## config.mk

```make
export PLATFORM = sky130hd
export DESIGN_NAME = result_merge
export DESIGN_NICKNAME = d
export VERILOG_FILES = /design/src/hdl/isa_pkg.sv /design/src/hdl/ex_pkg.sv /design/src/hdl/result_merge.sv
export VERILOG_INCLUDE_DIRS = /design/src /design/src/include
export SDC_FILE = /design/constraint.sdc
export NUM_CORES = 1
export LEC_CHECK = 0
export BUFFER_PORTS_ARGS = -buffer_cell sky130_fd_sc_hd__buf_4
export CAP_MARGIN = 20
export CORE_AREA = 2 2 195 197
export DETAILED_ROUTE_END_ITERATION = 7
export DIE_AREA = 0 0 197 199
export GPL_TIMING_DRIVEN = 0
export PLACE_DENSITY = 0.43
export SLEW_MARGIN = 20
export SYNTH_ARGS = -nofsm -noshare
export SYNTH_HDL_FRONTEND = slang
export SYNTH_SLANG_ARGS = --single-unit
```

## constraint.sdc

```tcl
create_clock -name clock -period 1.3 [get_ports clock]
set_input_delay 0.26 -clock clock [delete_from_list [all_inputs] [get_ports clock]]
set_output_delay 0.26 -clock clock [all_outputs]
set_load 0.05 [all_outputs]
```

## src/include/ex_defs.svh

```systemverilog
// Execute stage widths
`ifndef EX_DEFS_SVH
`define EX_DEFS_SVH

////////////////////////////////////////////////////////////
// Datapath
////////////////////////////////////////////////////////////

`define EX_XLEN        64  // Word width of operands and results
`define EX_REG_ADDR_W  5   // Destination register index

////////////////////////////////////////////////////////////
// Multiplier
////////////////////////////////////////////////////////////

`define EX_MULT_CHUNK  16  // Multiplier bits retired per stage
`define EX_MULT_STAGES 4   // Chunk times stages covers the full word

`endif

```

## src/hdl/isa_pkg.sv

```systemverilog
// Instruction encoding types
`include "ex_defs.svh"

package isa_pkg;

  // ALU function field from decode
  typedef enum logic [4:0] {
    alu_add    = 5'h00,
    alu_sub    = 5'h01,
    alu_and    = 5'h02,
    alu_bic    = 5'h03,  // A and not B
    alu_bis    = 5'h04,  // A or B
    alu_ornot  = 5'h05,
    alu_xor    = 5'h06,
    alu_eqv    = 5'h07,  // A xnor B
    alu_srl    = 5'h08,
    alu_sll    = 5'h09,
    alu_sra    = 5'h0a,
    alu_mulq   = 5'h0b,  // Routed to the multiplier
    alu_cmpeq  = 5'h0c,
    alu_cmplt  = 5'h0d,
    alu_cmple  = 5'h0e,
    alu_cmpult = 5'h0f,
    alu_cmpule = 5'h10
  } alu_func_e;

  typedef enum logic [1:0] {opa_rega, opa_mem_disp, opa_npc, opa_not3} opa_sel_e;

  // Code 2'b11 is never issued
  typedef enum logic [1:0] {opb_regb, opb_alu_imm, opb_br_disp} opb_sel_e;

  // Branch condition from instruction bits 28:26
  typedef enum logic [1:0] {br_lbc, br_eq, br_lt, br_le} br_kind_e;

  typedef struct packed {
    logic     invert;  // Bit 28 negates the test
    br_kind_e kind;
  } br_cond_t;

  localparam logic [`EX_XLEN-1:0] not3_value   = ~{{(`EX_XLEN-2){1'b0}}, 2'b11};
  localparam logic [`EX_XLEN-1:0] opb_bad_fill = {(`EX_XLEN/32){32'hbaad_beef}};

endpackage

```

## src/hdl/ex_pkg.sv

```systemverilog
// Execute stage packet types
`include "ex_defs.svh"

package ex_pkg;
  import isa_pkg::*;

  ////////////////////////////////////////////////////////////
  // Issue side
  ////////////////////////////////////////////////////////////

  typedef struct packed {
    logic [`EX_XLEN-1:0]       npc;       // PC plus 4
    logic [31:0]               ir;        // Raw instruction word
    logic [`EX_REG_ADDR_W-1:0] dest_reg;
    logic [`EX_XLEN-1:0]       rega;      // Register file read A
    logic [`EX_XLEN-1:0]       regb;      // Register file read B
    opa_sel_e                  opa_sel;
    opb_sel_e                  opb_sel;
    alu_func_e                 alu_func;
    logic                      cond_branch;
    logic                      uncond_branch;
  } issue_t;

  ////////////////////////////////////////////////////////////
  // Side data and results
  ////////////////////////////////////////////////////////////

  // Travels alongside an op through ALU or multiplier
  typedef struct packed {
    logic [31:0]               ir;
    logic [`EX_XLEN-1:0]       npc;
    logic [`EX_REG_ADDR_W-1:0] dest_reg;
  } op_tag_t;

  typedef struct packed {
    logic                valid;
    op_tag_t             tag;
    logic [`EX_XLEN-1:0] value;
    logic                take_branch;  // Never set for multiplies
  } result_t;

endpackage

```

## src/hdl/result_merge.sv

```systemverilog
// Result bus merge
`timescale 1ns/100ps
`include "ex_defs.svh"

module result_merge
  import ex_pkg::*;
(
  input  logic                clock,
  input  logic                reset,
  input  logic                alu_valid,
  input  logic [`EX_XLEN-1:0] alu_value,
  input  logic                alu_take_branch,
  input  op_tag_t             alu_tag,
  input  logic                mult_valid,    // Already registered in the pipe
  input  logic [`EX_XLEN-1:0] mult_product,
  input  op_tag_t             mult_tag,
  output result_t             result
);

  logic                alu_valid_q;
  logic [`EX_XLEN-1:0] alu_value_q;
  logic                alu_take_branch_q;
  op_tag_t             alu_tag_q;

  ////////////////////////////////////////////////////////////
  // ALU result register
  ////////////////////////////////////////////////////////////

  always_ff @(posedge clock)
  begin
    if (reset)
      alu_valid_q <= 1'b0;
    else
      alu_valid_q <= alu_valid;
  end

  always_ff @(posedge clock)
  begin
    if (alu_valid)  // Hold payload between ops
    begin
      alu_value_q       <= alu_value;
      alu_take_branch_q <= alu_take_branch;
      alu_tag_q         <= alu_tag;
    end
  end

  // Issue stall keeps the two paths apart
  always_comb
  begin
    if (mult_valid)
      result = '{valid: 1'b1, tag: mult_tag, value: mult_product, take_branch: 1'b0};
    else
      result = '{valid: alu_valid_q, tag: alu_tag_q, value: alu_value_q,
                 take_branch: alu_take_branch_q};
  end

endmodule

```

# After elaboration in Yosys (flattened, before gate mapping)
# Index checks and enable logic that the tools add are counted.
# word_totals
register_bits	167
latch_bits	0
mem_bits_rw	0
rom_bits	0
output_inout_bits	167
memories	0
# classes
addsub	0
multipliers	0
div	0
magnitude_cmp	0
eq_ne	0
n_shift	0
n_mux	1
bitwise_logic	0
n_reduce_logical	0
# ops
cell	n
167-bit 2-to-1 mux	1

# Longest topological paths before layout
# logic_depth
depth_word	1
ltp_mapped	4
mapped_depth_nobuf	1

# Least setup slack after synthesis
# Ideal clock, no wire load.
# synth_timing
kind	input-to-output
start	input port mult_valid
end	output port result[0] (netlist name)
t_arrival_ns	1.345
required_ns	1.040
path_slack_ns	-0.305
path_stages	4
path_cell_list	buf_6 > buf_6 > buf_6 > nor2b_1
# synth_lines
element	line_no	rtl
start: declaration	result_merge.sv:14	input logic mult_valid,
end: declaration	result_merge.sv:17	output result_t result

==> flow_metrics.py <==
metrics = {
    "floorplanning": {
        "die_w_um": 197,
        "core-area_um2": 37130,
        "die-area_um2": 39200,
        "rows": 71,
        "start_util_pct": 20.35,
        "die_y_um": 199,
        "io_pins": 502,
    },
    "pwr": {
        "p_per_area_nw_per_um2": 1161,
        "ir_worst_vdd_v": 0.0008634,
        "leakage_nw": 6.600,
    },
    "logic_synthesis": {
        "synth-seq-area-share_pct": 66.23,
        "syn-mean-instance-area_um2": 21.35,
        "syn_inst": 354,
        "synth-seq-cells": 167,
        "yosys_warnings": 0,
        "ys_types": 8,
        "synth_area_um2": 7557,
        "syn-num-nets": 689,
    },
    "clock_network": {
        "clk_pin_slew_ns": 0.07,
        "clock_path_buffers": 2,
        "h-tree-depth": 4,
        "cts-root-buf": "clkbuf_16",
        "tritoncts": "done",
        "cts_made_buffers": 17,
        "post-cts-setup-buffers": 0,
        "clock-sinks": 167,
    },
    "sta": {
        "timing.fmax_mhz": 628.5,
        "rsz0062_at_grt": "yes",
        "worst_pin_slew_ns": 0.7348,
        "setup_violations": 167,
        "setup_slack_ns": -0.2911,
        "timing.final.crit_share_pct": 122.4,
        "finalHoldViolCount": 0,
        "whs_ns": 0.3068,
        "slew_headroom_pct": 51.01,
        "slew_violations": 0,
        "min_period_ns": 1.591,
    },
    "worst_setup_path": {
        "path_depth": 2,
        "start_kind": "flip-flop",
        "setup.worst_path.class": "reg2out",
        "slowest_delay_ns": 0.44,
        "cp_num_buf_inv": 1,
        "crit_family": "flip-flops",
        "crit_arrival_ns": 1.33,
        "cp_max_fo": 1,
        "cp.required_ns": 1.04,
        "crit_chain": "mux2_4 > buf_6",
        "crit_start": "alu_tag_q[97]",
        "crit_end": "result[162]",
        "end_kind": "output pin",
        "crit_slowest_cell": "edfxtp_1",
    },
    "grt": {
        "antenna_found_initial": 1,
        "grt_pass1_wl_um": 37310,
        "grt_overflow_total": 0,
        "grt_max_degree": 86,
        "grt_usage_pct": 12.99,
        "grt_use_met2_pct": 23.50,
        "met1_usage_pct": 14.18,
        "grt.busiest_layer": "met2",
        "grtUsageMet3_pct": 4.832,
        "first_global_vias": 6218,
    },
    "run": {
        "cap_violations": 0,
    },
    "route": {
        "antenna_left": 0,
        "drtIter0Drc": 141,
        "viasPerCell": 3.780,
        "num_vias": 5779,
        "firstDrtPassIters": 6,
        "remaining_drc_errors": 0,
        "post_drt_wl_per_cell_um": 17.17,
        "totalWireLength_um": 26250,
    },
    "placed_design": {
        "port_buffers": 500,
        "gp_congestion": 0.7235,
        "dp_hpwl_um": 20100,
        "placed_area_um2": 11950,
    },
    "hold_path": {
        "hold_path.startpoint": "alu_valid",
        "hold_path.class": "in2reg",
    },
    "run_status": {
        "status": "complete, but fails checks",
        "failed_checks": "negative setup slack",
    },
    "layout": {
        "drive_gt1_share_pct": 67.65,
        "fillers": 3504,
        "nNetsFinal": 1376,
        "area_growth_pct": 97.57,
        "fin_area_um2": 14930,
    },
}
## timing repair
| item | 4_1_cts | 5_1_grt |
|---|---|---|
| hold endpoints to repair | 167 | 0 |
| hold buffers | 167 | 0 |
| setup endpoints to repair | 167 | 167 |
| gates resized for setup | 175 | 5 |
## state kept, by name, indices dropped and copies added (netlist names)
signal	count
alu_tag_q	101
alu_take_branch_q	1
alu_valid_q	1
alu_value_q	64
## metal layers
layer | up-vias | part of all wire [%]
met2 | 268 | 54
met3 | 14 | 7.9
met5 | - | 0
met1 | 2726 | 37
met4 | 0 | 1.2
li1 | 2771 | -
## final cells by class
cell class / instances / area [um^2] / area share [%]
Tap cell: 474 / 593.1 / 3.972
Multi-Input combinational cell: 168 / 2375 / 15.91
Clock buffer: 17 / 425.4 / 2.849
Sequential cell: 167 / 5005 / 33.52
Timing Repair Buffer: 668 / 6110 / 40.92
Buffer: 19 / 214.0 / 1.433
Antenna cell: 1 / 2.502 / 0.01676
Clock inverter: 15 / 206.4 / 1.383
## how the worst min path moves through the flow
stage / endpoint / slack (ns) / cells past startpoint
2_1_floorplan: alu_valid_q / 0.33 / 1
3_3_place_gp: alu_valid_q / 0.42 / 2
3_5_place_dp: alu_valid_q / 0.42 / 2
4_1_cts: alu_tag_q[50] / 0.31 / 1
5_1_grt: alu_tag_q[49] / 0.31 / 1
6_report: alu_tag_q[49] / 0.31 / 1
## through the flow
| stage | worst slack [ns] | std cells | setup TNS (ns) | utilization, % | power (mW) |
|---|---|---|---|---|---|
| final | -0.2911 | 1529 | -32.45 | 40.21 | 17.33 |
| after global placement | -1.179 | 1328 | -231.52 | 32.08 | 11.04 |
| after detailed placement | -0.3445 | 1329 | -68.90 | 32.18 | 11.05 |
| after CTS | -0.3262 | 1528 | -39.83 | 40.15 | 17.59 |
| after global routing | -0.3415 | 1528 | -43.22 | 40.20 | 17.97 |
| after floorplan | -0.01425 | 354 | -1.425 | - | 9.264 |
## power by group
group	leakage, nW	switching [mW]	internal, mW
sequential	1.63	0.122	6.40
clock	0.303	2.21	3.39
combinational	4.66	2.67	2.55
## cell usage in the layout, fill, tap and decap left out, drive strengths merged, types with 2 or more instances in the layout
cell type,synthesis,final
dlygate4sd3,0,167
edfxtp,166,166
mux2,165,165
inv,0,2
clkbuf,0,17
bufinv,0,5
clkinv,0,7
buf,19,520
nor2b,2,2
## synthesized netlist by cell type, drive strengths merged
library cell | n | share of area (%)
dfxtp | 1 | 0.26
mux2 | 165 | 31
edfxtp | 166 | 66
or2 | 1 | 0.083
nor2b | 2 | 0.17
buf | 19 | 2.6
## kinds of logic after synthesis
| family | count (synthesis) | synth area share [%] |
|---|---|---|
| DFF | 167 | 66.23 |
| muxes | 165 | 30.94 |
| buffers and inverters | 19 | 2.583 |
| and+or+nand+nor | 3 | 0.2484 |
Note: power is estimated with default switching activity, not from simulation.
