<file path="src/include/ex_defs.svh">
// Execute stage widths
`ifndef EX_DEFS_SVH
`define EX_DEFS_SVH

////////////////////////////////////////////////////////////
// Datapath
////////////////////////////////////////////////////////////

`define EX_XLEN        64  // Word width of operands and results
`define EX_REG_ADDR_W  5   // Destination register index

////////////////////////////////////////////////////////////
// Multiplier
////////////////////////////////////////////////////////////

`define EX_MULT_CHUNK  16  // Multiplier bits retired per stage
`define EX_MULT_STAGES 4   // Chunk times stages covers the full word

`endif

</file>
<file path="src/hdl/isa_pkg.sv">
// Instruction encoding types
`include "ex_defs.svh"

package isa_pkg;

  // ALU function field from decode
  typedef enum logic [4:0] {
    alu_add    = 5'h00,
    alu_sub    = 5'h01,
    alu_and    = 5'h02,
    alu_bic    = 5'h03,  // A and not B
    alu_bis    = 5'h04,  // A or B
    alu_ornot  = 5'h05,
    alu_xor    = 5'h06,
    alu_eqv    = 5'h07,  // A xnor B
    alu_srl    = 5'h08,
    alu_sll    = 5'h09,
    alu_sra    = 5'h0a,
    alu_mulq   = 5'h0b,  // Routed to the multiplier
    alu_cmpeq  = 5'h0c,
    alu_cmplt  = 5'h0d,
    alu_cmple  = 5'h0e,
    alu_cmpult = 5'h0f,
    alu_cmpule = 5'h10
  } alu_func_e;

  typedef enum logic [1:0] {opa_rega, opa_mem_disp, opa_npc, opa_not3} opa_sel_e;

  // Code 2'b11 is never issued
  typedef enum logic [1:0] {opb_regb, opb_alu_imm, opb_br_disp} opb_sel_e;

  // Branch condition from instruction bits 28:26
  typedef enum logic [1:0] {br_lbc, br_eq, br_lt, br_le} br_kind_e;

  typedef struct packed {
    logic     invert;  // Bit 28 negates the test
    br_kind_e kind;
  } br_cond_t;

  localparam logic [`EX_XLEN-1:0] not3_value   = ~{{(`EX_XLEN-2){1'b0}}, 2'b11};
  localparam logic [`EX_XLEN-1:0] opb_bad_fill = {(`EX_XLEN/32){32'hbaad_beef}};

endpackage

</file>
<file path="src/hdl/ex_pkg.sv">
// Execute stage packet types
`include "ex_defs.svh"

package ex_pkg;
  import isa_pkg::*;

  ////////////////////////////////////////////////////////////
  // Issue side
  ////////////////////////////////////////////////////////////

  typedef struct packed {
    logic [`EX_XLEN-1:0]       npc;       // PC plus 4
    logic [31:0]               ir;        // Raw instruction word
    logic [`EX_REG_ADDR_W-1:0] dest_reg;
    logic [`EX_XLEN-1:0]       rega;      // Register file read A
    logic [`EX_XLEN-1:0]       regb;      // Register file read B
    opa_sel_e                  opa_sel;
    opb_sel_e                  opb_sel;
    alu_func_e                 alu_func;
    logic                      cond_branch;
    logic                      uncond_branch;
  } issue_t;

  ////////////////////////////////////////////////////////////
  // Side data and results
  ////////////////////////////////////////////////////////////

  // Travels alongside an op through ALU or multiplier
  typedef struct packed {
    logic [31:0]               ir;
    logic [`EX_XLEN-1:0]       npc;
    logic [`EX_REG_ADDR_W-1:0] dest_reg;
  } op_tag_t;

  typedef struct packed {
    logic                valid;
    op_tag_t             tag;
    logic [`EX_XLEN-1:0] value;
    logic                take_branch;  // Never set for multiplies
  } result_t;

endpackage

</file>
<file path="src/hdl/operand_select.sv">
// Operand select and routing
`timescale 1ns/100ps
`include "ex_defs.svh"

module operand_select
  import isa_pkg::*, ex_pkg::*;
(
  input  logic                issue_valid,
  input  issue_t              issue,
  input  logic                stage3_valid,  // Multiplier finishes next cycle
  output logic                issue_ready,
  output logic                alu_valid,
  output logic                mult_valid,
  output alu_func_e           alu_func,
  output logic [`EX_XLEN-1:0] opa,
  output logic [`EX_XLEN-1:0] opb,
  output logic [`EX_XLEN-1:0] rega,
  output logic                cond_branch,
  output logic                uncond_branch,
  output op_tag_t             tag
);

  logic [`EX_XLEN-1:0] mem_disp;
  logic [`EX_XLEN-1:0] br_disp;
  logic [`EX_XLEN-1:0] alu_imm;
  logic                accept;
  logic                is_mulq;

  ////////////////////////////////////////////////////////////
  // Immediates
  ////////////////////////////////////////////////////////////

  assign mem_disp = {{(`EX_XLEN-16){issue.ir[15]}}, issue.ir[15:0]};         // Sign extend 16
  assign br_disp  = {{(`EX_XLEN-23){issue.ir[20]}}, issue.ir[20:0], 2'b00};  // Word offset
  assign alu_imm  = {{(`EX_XLEN-8){1'b0}}, issue.ir[20:13]};                 // Zero extend 8

  // Operand A mux where all four codes are legal
  always_comb
  begin
    case (issue.opa_sel)
      opa_rega:     opa = issue.rega;
      opa_mem_disp: opa = mem_disp;
      opa_npc:      opa = issue.npc;
      default:      opa = not3_value;  // Alignment mask
    endcase
  end

  // Operand B mux
  always_comb
  begin
    case (issue.opb_sel)
      opb_regb:    opb = issue.regb;
      opb_alu_imm: opb = alu_imm;
      opb_br_disp: opb = br_disp;
      default:     opb = opb_bad_fill;  // Marker for an illegal select
    endcase
  end

  ////////////////////////////////////////////////////////////
  // Handshake and routing
  ////////////////////////////////////////////////////////////

  // Hold issue one cycle so an ALU result never meets a multiply completion
  assign issue_ready = ~stage3_valid;
  assign accept      = issue_valid & issue_ready;
  assign is_mulq     = (issue.alu_func == alu_mulq);
  assign alu_valid   = accept & ~is_mulq;
  assign mult_valid  = accept & is_mulq;

  assign alu_func      = issue.alu_func;
  assign rega          = issue.rega;  // Branch test operand
  assign cond_branch   = issue.cond_branch;
  assign uncond_branch = issue.uncond_branch;

  assign tag.ir       = issue.ir;
  assign tag.npc      = issue.npc;
  assign tag.dest_reg = issue.dest_reg;

endmodule

</file>
<file path="config.mk">
export PLATFORM = sky130hd
export DESIGN_NAME = operand_select
export DESIGN_NICKNAME = d
export VERILOG_FILES = /design/src/hdl/isa_pkg.sv /design/src/hdl/ex_pkg.sv /design/src/hdl/operand_select.sv
export VERILOG_INCLUDE_DIRS = /design/src /design/src/include
export SDC_FILE = /design/constraint.sdc
export NUM_CORES = 1
export LEC_CHECK = 0
export ABC_AREA = 1
export BUFFER_PORTS_ARGS = -buffer_cell sky130_fd_sc_hd__buf_4
export CORE_AREA = 2 2 215 217
export DETAILED_ROUTE_END_ITERATION = 6
export DIE_AREA = 0 0 217 219
export GPL_ROUTABILITY_DRIVEN = 0
export SYNTH_ARGS = -nofsm -noshare
export SYNTH_HDL_FRONTEND = slang
export SYNTH_SLANG_ARGS = --single-unit
export TNS_END_PERCENT = 5
</file>
<file path="constraint.sdc">
create_clock -name vclk -period 2.1
set_input_delay 0.21 -clock vclk [all_inputs]
set_output_delay 0.21 -clock vclk [all_outputs]
set_load 0.02 [all_outputs]
</file>
After elaboration in Yosys (flattened, before gate mapping)
Index checks and enable logic that the tools add are counted.

Multiply operators: 0. Add/subtract/negate cells: 0. Equal/unequal tests: 5. Reduce and logical (&&, ||, !) cells: 2. Muxes and demuxes: 2. Shift operators: 0. Magnitude comparators: 0. Div/mod/pow operators: 0. Bitwise gates (word level): 5.

Operator list (number): $pmux 64 s3 (2); $eq 5x4->1 const B (1); $eq 2x1->1 const B (2); $eq 2x2->1 const B (2); $logic_not 2->1 (2); $and 1x1->1 (3); $not 1->1 (2).

Bits of input ports: 242. Output and inout port bits: 303. Register bits after elaboration: 0. Bits in latches: 0. Memories kept: 0. RAM bits: 0. Memory bits (read-only): 0. Logic and storage cells: 14.

Logic depth before layout (Yosys ltp)
Gate-level depths: netlist (run 1).

Depth in word-level cells: 3. Gate-level depth with buffers: 5.

Worst setup path before layout (run 1)
No wires, ideal clock.

Path kind: input to output. Start point: input issue[7] (netlist bit). End point: output opb[47]. Buffers on the path: 3. Slack: 848 ps. Cell stages on the path: 5. Data arrival time: 1042 ps. Cell sequence: buf_2 -> o21ai_1 -> buf_2 -> buf_2 -> nand2_1.

Cells in the longest elaborated chain, start to end: 2. Elaborated cells on any way between the ends: 4. Those cells by class: 2 x eq/ne; 1 x mux; 1 x reduce/logical.

RTL lines: from (decl) (line operand_select.sv:9) `input issue_t issue,`; $eq 2x2->1 (tied with other cells) (line operand_select.sv:51) `case (issue.opb_sel)`; $pmux 64 s3 (*) (line operand_select.sv:51); to (decl) (line operand_select.sv:16) `` output logic [`EX_XLEN-1:0] opb, ``.

Mark *: on every way between the ends. The rest lies on a longest branch, timed or not.

Final worst setup path (run 1)
Start point: input issue[8] (netlist bit). End point: output opb[40].

The elaborated chain is that of the path after synthesis.

==> results.py, run 1 <==
metrics = {
    "layout": {
        "antenna_cells": 0,
        "area.growth.synth_to_final_pct": 103.7,
        "fin_cells": 1506,
        "regArea_sq_um": 0,
        "finalNetCount": 1150,
        "nFlopsAndLatches": 0,
        "fraction_of_final_layout_cells_with_drive_strength_greater_than_1": 0.5850,
        "clock_buffers": 0,
    },
    "power_and_ir_drop": {
        "peakVddDrop_mv": 0.08912,
        "post_layout_power_uw": 1901,
        "intPower_uw": 837.0,
        "share_comb_of_total_power": 1.000,
        "cellLeakagePower_uw": 0.003396,
        "p_sw_uw": 1064,
        "power_density_mw_per_mm2": 296.2,
        "share_seq_of_total_power": 0,
        "power.clock.fraction": 0,
        "power.switching_fraction": 0.5596,
    },
    "logic_synthesis": {
        "postSynthNetCount": 838,
        "ys_warn_count": 0,
        "post_synth_num_cell_types": 14,
        "syn-mean-instance-area_sq_um": 5.284,
        "synth.cell_area_sq_mm": 0.003149,
        "synthCells": 596,
        "synth-seq-area-share": 0,
    },
    "detailed_routing": {
        "drt_first_pass_iters": 5,
        "wl_per_cell_um": 15.02,
        "violation_count_after_the_first_detailed_routing_iteration": 170,
        "avgViaCountPerCell": 3.354,
        "num_vias": 5051,
        "totalWireLength_mm": 22.62,
        "antenna_left": 0,
        "drc_errors": 0,
    },
    "die": {
        "design.core.area_sq_mm": 0.04509,
        "initial_utilization": 0.06985,
        "floorplan.rows": 78,
        "io-pin-count": 545,
        "die_y_um": 219,
        "fp.dieArea_sq_mm": 0.04752,
        "die_outline_width_um": 217,
    },
    "timing": {
        "grt_setup_unrepaired": "no",
        "timing.final.setup_violations": 0,
        "fmax_mhz": 638.5,
        "totalNegativeSetupSlack_ps": 0,
        "worst_slew_pin_slew_ps": 484.5,
        "hold-worst-slack_ps": 420.0,
        "final.period_utilization": 0.7458,
        "slew_headroom": 0.6762,
        "final_critical_path_setup_slack_ps": 533.9,
        "final_hold_viol_count": 0,
        "timing_max_transition_violations_final": 0,
        "final_period_minus_worst_setup_slack_ps": 1566,
    },
    "critical_path": {
        "crit_fanout": 20,
        "data_arrival_time_of_the_critical_path_ps": 1360,
        "crit_type": "primary input to output pin",
        "worst_setup_path_start_kind": "primary input",
        "cp-end-kind": "output pin",
        "critical_path_required_ps": 1890,
    },
    "clock_network": {
        "cts_setup_buffers": 0,
        "postCtsHoldBufs": 0,
        "post_cts.resized_instances": 0,
    },
    "global_routing": {
        "grt_start_max_net_pins": 65,
        "grt_first_pass_wirelength_mm": 30.03,
        "total_routing_usage_gr": 0.08427,
        "grt_overflow_total": 0,
        "grt_pass1_vias": 4684,
        "grt_antenna_before_repair": 0,
    },
    "placed_design": {
        "buffer_ports.inserted": 509,
        "dpl.hpwl_mm": 19.68,
        "placedCellCount": 1506,
        "detailedPlace.worstSlack_ps": 525.3,
    },
    "worst_hold_path": {
        "worstHoldPathCells": 0,
        "hp-start": "issue[140]",
        "timing.hold.worst.class": "primary input to output pin",
        "whs_endpoint": "tag[1]",
    },
    "status": {
        "result_of_the_run": "completed",
    },
    "job": {
        "drv.max_cap_violation_count": 0,
    },
}
## synthesized netlist by cell type
library cell	count	area (sq um)
o21ai_0	30	150.1
nor2_4	2	22.52
nor2_1	4	15.01
inv_2	1	3.750
nand3_1	139	695.7
clkbuf_1	12	45.04
a21oi_1	1	5.000
buf_2	27	135.1
o21ai_1	2	10.01
nor2_2	1	6.260
buf_4	172	1291
nand2_1	198	743.2
inv_1	4	15.01
buf_1	3	11.26
## how the worst max path moves through the flow
stage	to	cells after the start	slack [ps]	start
after CTS	opb[40]	6	520	issue[8]
after global placement	opa[22]	6	590	issue[9]
final	opb[40]	6	530	issue[8]
after floorplan	opb[47]	5	850	issue[7]
after detailed placement	opb[30]	6	530	issue[8]
after global routing	opb[49]	6	340	issue[8]
## per-layer routing
layer | vias to the layer above | global-route usage | part of all wire
li1 | 2373 | - | -
met1 | 2308 | 0.09607 | 0.37
met2 | 338 | 0.1641 | 0.53
met3 | 32 | 0.009286 | 0.078
met4 | 0 | 0.02283 | 0.029
met5 | - | 0 | 0
## cells by family after synthesis
logic type | Yosys count | synth area share
simple gates | 344 | 0.4708
buf+inv | 219 | 0.4768
compound gates | 33 | 0.05244
## cell usage in the layout (no fill, tap or decap)
| cell type | instances |
|---|---|
| inv_1 | 4 |
| nor2_1 | 4 |
| o21ai_0 | 30 |
| nor2_2 | 1 |
| buf_12 | 4 |
| inv_2 | 1 |
| o21ai_4 | 1 |
| o21ai_2 | 1 |
| nor2_4 | 2 |
| a21oi_1 | 1 |
| buf_4 | 520 |
| nand2_1 | 198 |
| nand3_1 | 139 |
## power by group through the flow
| stage | clock [uW] | combinational (uW) | sequential, uW |
|---|---|---|---|
| after floorplan | 0 | 1060 | 0 |
| after global routing | 0 | 2020 | 0 |
| after CTS | 0 | 1920 | 0 |
| after detailed placement | 0 | 1920 | 0 |
| after global placement | 0 | 1910 | 0 |
| final | 0 | 1900 | 0 |
## worst max-delay path, stage by stage
cell and delay [ps]:
buf_4 210, inv_1 170, nor2_2 130, nand2_1 310
nand2_1 160, buf_4 150
## metrics by stage
step	instance area (sq um)	util
global route	6416	0.1423
detailed placement	6416	0.1423
floorplan	3149	-
global placement	6416	0.1423
CTS	6416	0.1423
finish	6416	0.1423
## area by class of cell
| type | count | area [sq um] |
|---|---|---|
| fillers | 5258 | 38670 |
| inverters | 5 | 18.77 |
| repair buffers | 524 | 3984 |
| multi-input cells | 377 | 1663 |
| well taps | 600 | 750.7 |
(Power assumes the default switching activity.)
==> run 2: changes to the inputs <==
--- a/config.mk
+++ b/config.mk
@@ -8,9 +8,9 @@
 export LEC_CHECK = 0
 export ABC_AREA = 1
 export BUFFER_PORTS_ARGS = -buffer_cell sky130_fd_sc_hd__buf_4
-export CORE_AREA = 2 2 215 217
+export CORE_AREA = 2 2 209 211
 export DETAILED_ROUTE_END_ITERATION = 6
-export DIE_AREA = 0 0 217 219
+export DIE_AREA = 0 0 211 213
 export GPL_ROUTABILITY_DRIVEN = 0
 export SYNTH_ARGS = -nofsm -noshare
 export SYNTH_HDL_FRONTEND = slang
==> constraint.sdc (replaced) <==
create_clock -name vclk -period 1.5
set_input_delay 0.15 -clock vclk [all_inputs]
set_output_delay 0.15 -clock vclk [all_outputs]
set_load 0.02 [all_outputs]
==> run 2 against run 1 <==
  * Clock-buffer cell count unchanged
  * Core utilization up 0.87 points
  * Critical endpoint is now opb[26]
  * Via count is essentially flat
  * Setup slack got worse by 410 ps
  * Non-clock buffer count grew 3
  * Sequential share of layout area did not move
  * Flip-flop and latch count did not move
  * Largest cell class unchanged
==> results.py, run 2 (synthesized netlist as in run 1, its figures left out) <==
metrics = {
    "layout": {
        "layout.cell_area.non_filler_sq_mm": 0.006449,
        "nFlopsAndLatches": 0,
        "nFillCells": 4882,
        "area.growth.synth_to_final_pct": 104.8,
        "fraction_of_final_layout_cells_with_drive_strength_greater_than_1": 0.5864,
        "multi_input_comb_area_sq_mm": 0.001663,
        "mostFrequentLayoutCells": "517 x buf_4, 198 x nand2_1, 139 x nand3_1",
        "finalNetCount": 1153,
        "most_common_cell_after_layout_fill_and_taps_aside": "buf_4",
        "clock_buffers": 0,
        "regArea_sq_um": 0,
    },
    "placed_design": {
        "buffer_ports.inserted": 509,
        "dpl.hpwl_mm": 18.57,
        "post_dp_cell_area_sq_mm": 0.006446,
    },
    "detailed_routing": {
        "antenna_left": 0,
        "totalWireLength_mm": 20.90,
        "drt_first_pass_iters": 5,
        "wl_per_cell_um": 14.35,
        "violation_count_after_the_first_detailed_routing_iteration": 244,
        "avgViaCountPerCell": 3.471,
        "num_vias": 5054,
        "drc_errors": 0,
    },
    "worst_hold_path": {
        "hp-start": "issue[140]",
        "timing.hold.worst.class": "primary input to output pin",
        "whs_endpoint": "tag[1]",
        "worstHoldPathCells": 0,
    },
    "critical_path": {
        "crit_type": "primary input to output pin",
        "data_arrival_time_of_the_critical_path_ps": 1230,
        "crit_fanout": 20,
        "critical_path_required_ps": 1350,
        "worst_setup_path_start_kind": "primary input",
        "cp-end-kind": "output pin",
    },
    "die": {
        "die_outline_width_um": 211,
        "die_y_um": 213,
        "initial_utilization": 0.07376,
        "floorplan.rows": 76,
        "fp.dieArea_sq_mm": 0.04494,
        "design.core.area_sq_mm": 0.04270,
        "io-pin-count": 545,
    },
    "clock_network": {
        "postCtsHoldBufs": 0,
        "post_cts.resized_instances": 0,
        "cts_setup_buffers": 0,
    },
    "global_routing": {
        "grt_overflow_total": 0,
        "total_routing_usage_gr": 0.07983,
        "grt_antenna_before_repair": 1,
        "grt_start_max_net_pins": 60,
        "grt_first_pass_wirelength_mm": 26.79,
        "grt_pass1_vias": 4265,
    },
    "status": {
        "result_of_the_run": "completed",
    },
    "power_and_ir_drop": {
        "post_layout_power_uw": 2668,
        "intPower_uw": 1199,
        "cellLeakagePower_uw": 0.003436,
        "power.switching_fraction": 0.5505,
        "p_sw_uw": 1469,
        "peakVddDrop_mv": 0.1480,
        "share_comb_of_total_power": 1.000,
        "power.clock.fraction": 0,
        "power_density_mw_per_mm2": 413.7,
        "share_seq_of_total_power": 0,
    },
    "timing": {
        "final.period_utilization": 0.9176,
        "worst_slew_pin_slew_ps": 528.3,
        "final_hold_viol_count": 0,
        "timing.final.setup_violations": 0,
        "fmax_mhz": 726.5,
        "timing_max_transition_violations_final": 0,
        "final_period_minus_worst_setup_slack_ps": 1376,
        "grt_setup_unrepaired": "no",
        "slew_headroom": 0.6470,
        "totalNegativeSetupSlack_ps": 0,
    },
    "job": {
        "drv.max_cap_violation_count": 0,
    },
}
[run 2: changes by cell type in the layout (fill, tap and decap cells not counted)]
cell / change
buf_4: -3
diode_2: +1
buf_12: +6
[run 2: stage by stage]
stage	setup slack (ps)	hold slack, ps	cells	utilization
floorplan	368.3	384.1	596	-
global placement	161.2	300.1	1455	0.1510
detailed placement	126.6	300.1	1455	0.1510
CTS	121.1	300.1	1455	0.1510
global route	59.45	300.0	1456	0.1510
finish	123.6	300.0	1456	0.1510
[run 2: worst max path at each step]
stage / startpoint / to / cells past startpoint
finish: issue[8] / opb[26] / 6
global route: issue[8] / opb[30] / 6
CTS: issue[10] / opa[55] / 6
detailed placement: issue[10] / opa[55] / 6
global placement: issue[8] / opb[30] / 6
floorplan: issue[7] / opb[47] / 5
[run 2: final cells by class]
cell class | instances | area share
repair buffers | 527 | 0.6329
diodes | 1 | 0.0003880
inverters | 5 | 0.002910
well taps | 546 | 0.1059
multi-input cells | 377 | 0.2579
[run 2: power by group through the flow]
stage	logic (uW)	clock network, uW	registers [uW]
6_report	2670	0.0000892	0
5_1_grt	2830	0.0000892	0
4_1_cts	2690	0	0
3_5_place_dp	2690	0	0
3_3_place_gp	2680	0	0
2_1_floorplan	1480	0	0
[run 2: layer usage]
metal | wire, um | track usage | vias to the layer above
li1 | - | - | 2389
met5 | 0 | 0 | -
met1 | 7857 | 0.09320 | 2263
met2 | 10840 | 0.1517 | 366
met4 | 797 | 0.03084 | 0
met3 | 1400 | 0.004854 | 36
[run 2: critical path: stages]
cell     delay (ps)
buf_4           200
inv_1            90
nor2_2          100
nand2_1         330
nand2_1         190
buf_4           160
==> run 3: changes to the inputs <==
--- a/config.mk
+++ b/config.mk
@@ -12,6 +12,7 @@
 export DETAILED_ROUTE_END_ITERATION = 6
 export DIE_AREA = 0 0 211 213
 export GPL_ROUTABILITY_DRIVEN = 0
+export MAX_ROUTING_LAYER = met4
 export SYNTH_ARGS = -nofsm -noshare
 export SYNTH_HDL_FRONTEND = slang
 export SYNTH_SLANG_ARGS = --single-unit
==> constraint.sdc (replaced) <==
create_clock -name vclk -period 1.5
set_input_delay 0.15 -clock vclk [all_inputs]
set_output_delay 0.15 -clock vclk [all_outputs]
set_load 0.005 [all_outputs]
==> run 3 against run 2 <==
  * Via count is 0.69% lower
  * Critical path depth stayed put
  * Die area stayed put
  * Routed wire length is 0.22% higher
  * Critical path type unchanged
  * Largest cell class unchanged
==> results.py, run 3 (synthesized netlist as in run 1, its figures left out) <==
metrics = {
    "detailed_routing": {
        "wl_per_cell_um": 14.36,
        "drc_errors": 0,
        "num_vias": 5019,
        "drt_first_pass_iters": 5,
        "violation_count_after_the_first_detailed_routing_iteration": 149,
        "totalWireLength_mm": 20.94,
        "avgViaCountPerCell": 3.440,
        "antenna_left": 0,
    },
    "critical_path": {
        "data_arrival_time_of_the_critical_path_ps": 1190,
        "critPathTopFamily": "simple AND/OR/NAND/NOR gates",
        "worst_setup_path_start_kind": "primary input",
        "path_cells": "buf_4, inv_1, nor2_2, nand2_1, nand2_1, buf_4",
        "crit_type": "primary input to output pin",
        "critical_path_required_ps": 1350,
        "crit_fanout": 20,
        "cp_slowest_stage_delay_ps": 310,
        "critPathSlowestCell": "nand2_1",
        "cp-end-kind": "output pin",
        "cp_num_buf_inv": 3,
    },
    "timing": {
        "final_period_minus_worst_setup_slack_ps": 1342,
        "slew_headroom": 0.6692,
        "hold-worst-slack_ps": 300.0,
        "grt_setup_unrepaired": "no",
        "final_critical_path_setup_slack_ps": 157.9,
        "worst_slew_pin_slew_ps": 495.1,
        "final_hold_viol_count": 0,
        "final.period_utilization": 0.8947,
        "timing_max_transition_violations_final": 0,
        "totalNegativeSetupSlack_ps": 0,
        "timing.final.setup_violations": 0,
        "fmax_mhz": 745.1,
    },
    "job": {
        "drv.max_cap_violation_count": 0,
    },
    "layout": {
        "fraction_of_final_layout_cells_with_drive_strength_greater_than_1": 0.5868,
        "fin_cells": 1459,
        "area.growth.synth_to_final_pct": 103.6,
        "finalCoreUtilization": 0.1502,
        "finalNetCount": 1154,
        "clock_buffers": 0,
        "nFillCells": 4905,
        "most_common_cell_after_layout_fill_and_taps_aside": "buf_4",
        "regArea_sq_um": 0,
        "nFlopsAndLatches": 0,
        "mostFrequentLayoutCells": "522 x buf_4, 198 x nand2_1, 139 x nand3_1",
    },
    "global_routing": {
        "grt_first_pass_wirelength_mm": 26.89,
        "grt_antenna_before_repair": 2,
        "grt_start_max_net_pins": 54,
        "grt_overflow_total": 0,
        "total_routing_usage_gr": 0.08250,
        "grt_pass1_vias": 4415,
    },
    "die": {
        "die_y_um": 213,
        "design.core.area_sq_mm": 0.04270,
        "initial_utilization": 0.07376,
        "fp.dieArea_sq_mm": 0.04494,
        "io-pin-count": 545,
        "floorplan.rows": 76,
        "die_outline_width_um": 211,
    },
    "clock_network": {
        "cts_setup_buffers": 0,
        "postCtsHoldBufs": 0,
        "post_cts.resized_instances": 0,
    },
    "placed_design": {
        "buffer_ports.inserted": 509,
        "dpl.hpwl_mm": 18.49,
        "detailedPlace.worstSlack_ps": 123.8,
        "placedCellCount": 1456,
    },
    "status": {
        "result_of_the_run": "completed",
    },
    "worst_hold_path": {
        "timing.hold.worst.class": "primary input to output pin",
    },
    "power_and_ir_drop": {
        "peakVddDrop_mv": 0.1367,
        "cellLeakagePower_uw": 0.003423,
        "power_density_mw_per_mm2": 315.7,
    },
}
-- run 3: cell count changes in the layout (fill, tap and decap cells not counted) --
cell / delta
diode_2: +2
buf_4: +5
buf_12: -4
-- run 3: final timing paths --
| path | start | end | slack (ps) | cells after the start |
|---|---|---|---|---|
| max | issue[8] | opb[56] | 160 | 6 |
| min | issue[140] | tag[1] | 300 | 0 |
-- run 3: area by class of cell --
| type | count | area (sq um) | share of cell area |
|---|---|---|---|
| Inverter | 5 | 18.77 | 0.002927 |
| Tap cell | 546 | 683.2 | 0.1066 |
| Multi-Input combinational cell | 377 | 1663 | 0.2594 |
| Antenna cell | 3 | 7.507 | 0.001171 |
| Timing Repair Buffer | 528 | 4039 | 0.6300 |
-- run 3: layer usage --
| layer | global-route usage | vias up | part of all wire |
|---|---|---|---|
| met5 | - | - | 0 |
| met2 | 0.1509 | 353 | 0.51 |
| met1 | 0.09240 | 2234 | 0.38 |
| li1 | - | 2392 | - |
| met4 | 0.03497 | 0 | 0.044 |
| met3 | 0.006324 | 40 | 0.068 |
-- run 3: metrics by stage --
stage / area, sq um / power (uW)
finish: 6411 / 2024
global route: 6406 / 2190
CTS: 6404 / 2054
detailed placement: 6404 / 2047
global placement: 6404 / 2039
floorplan: 3149 / 833.7
-- run 3: power by group --
part            leakage, uW  switching [uW]  internal (uW)
clock network  0.0000000190               0       0.000105
logic               0.00342             873           1150
registers                 0               0              0
total               0.00342             873           1150
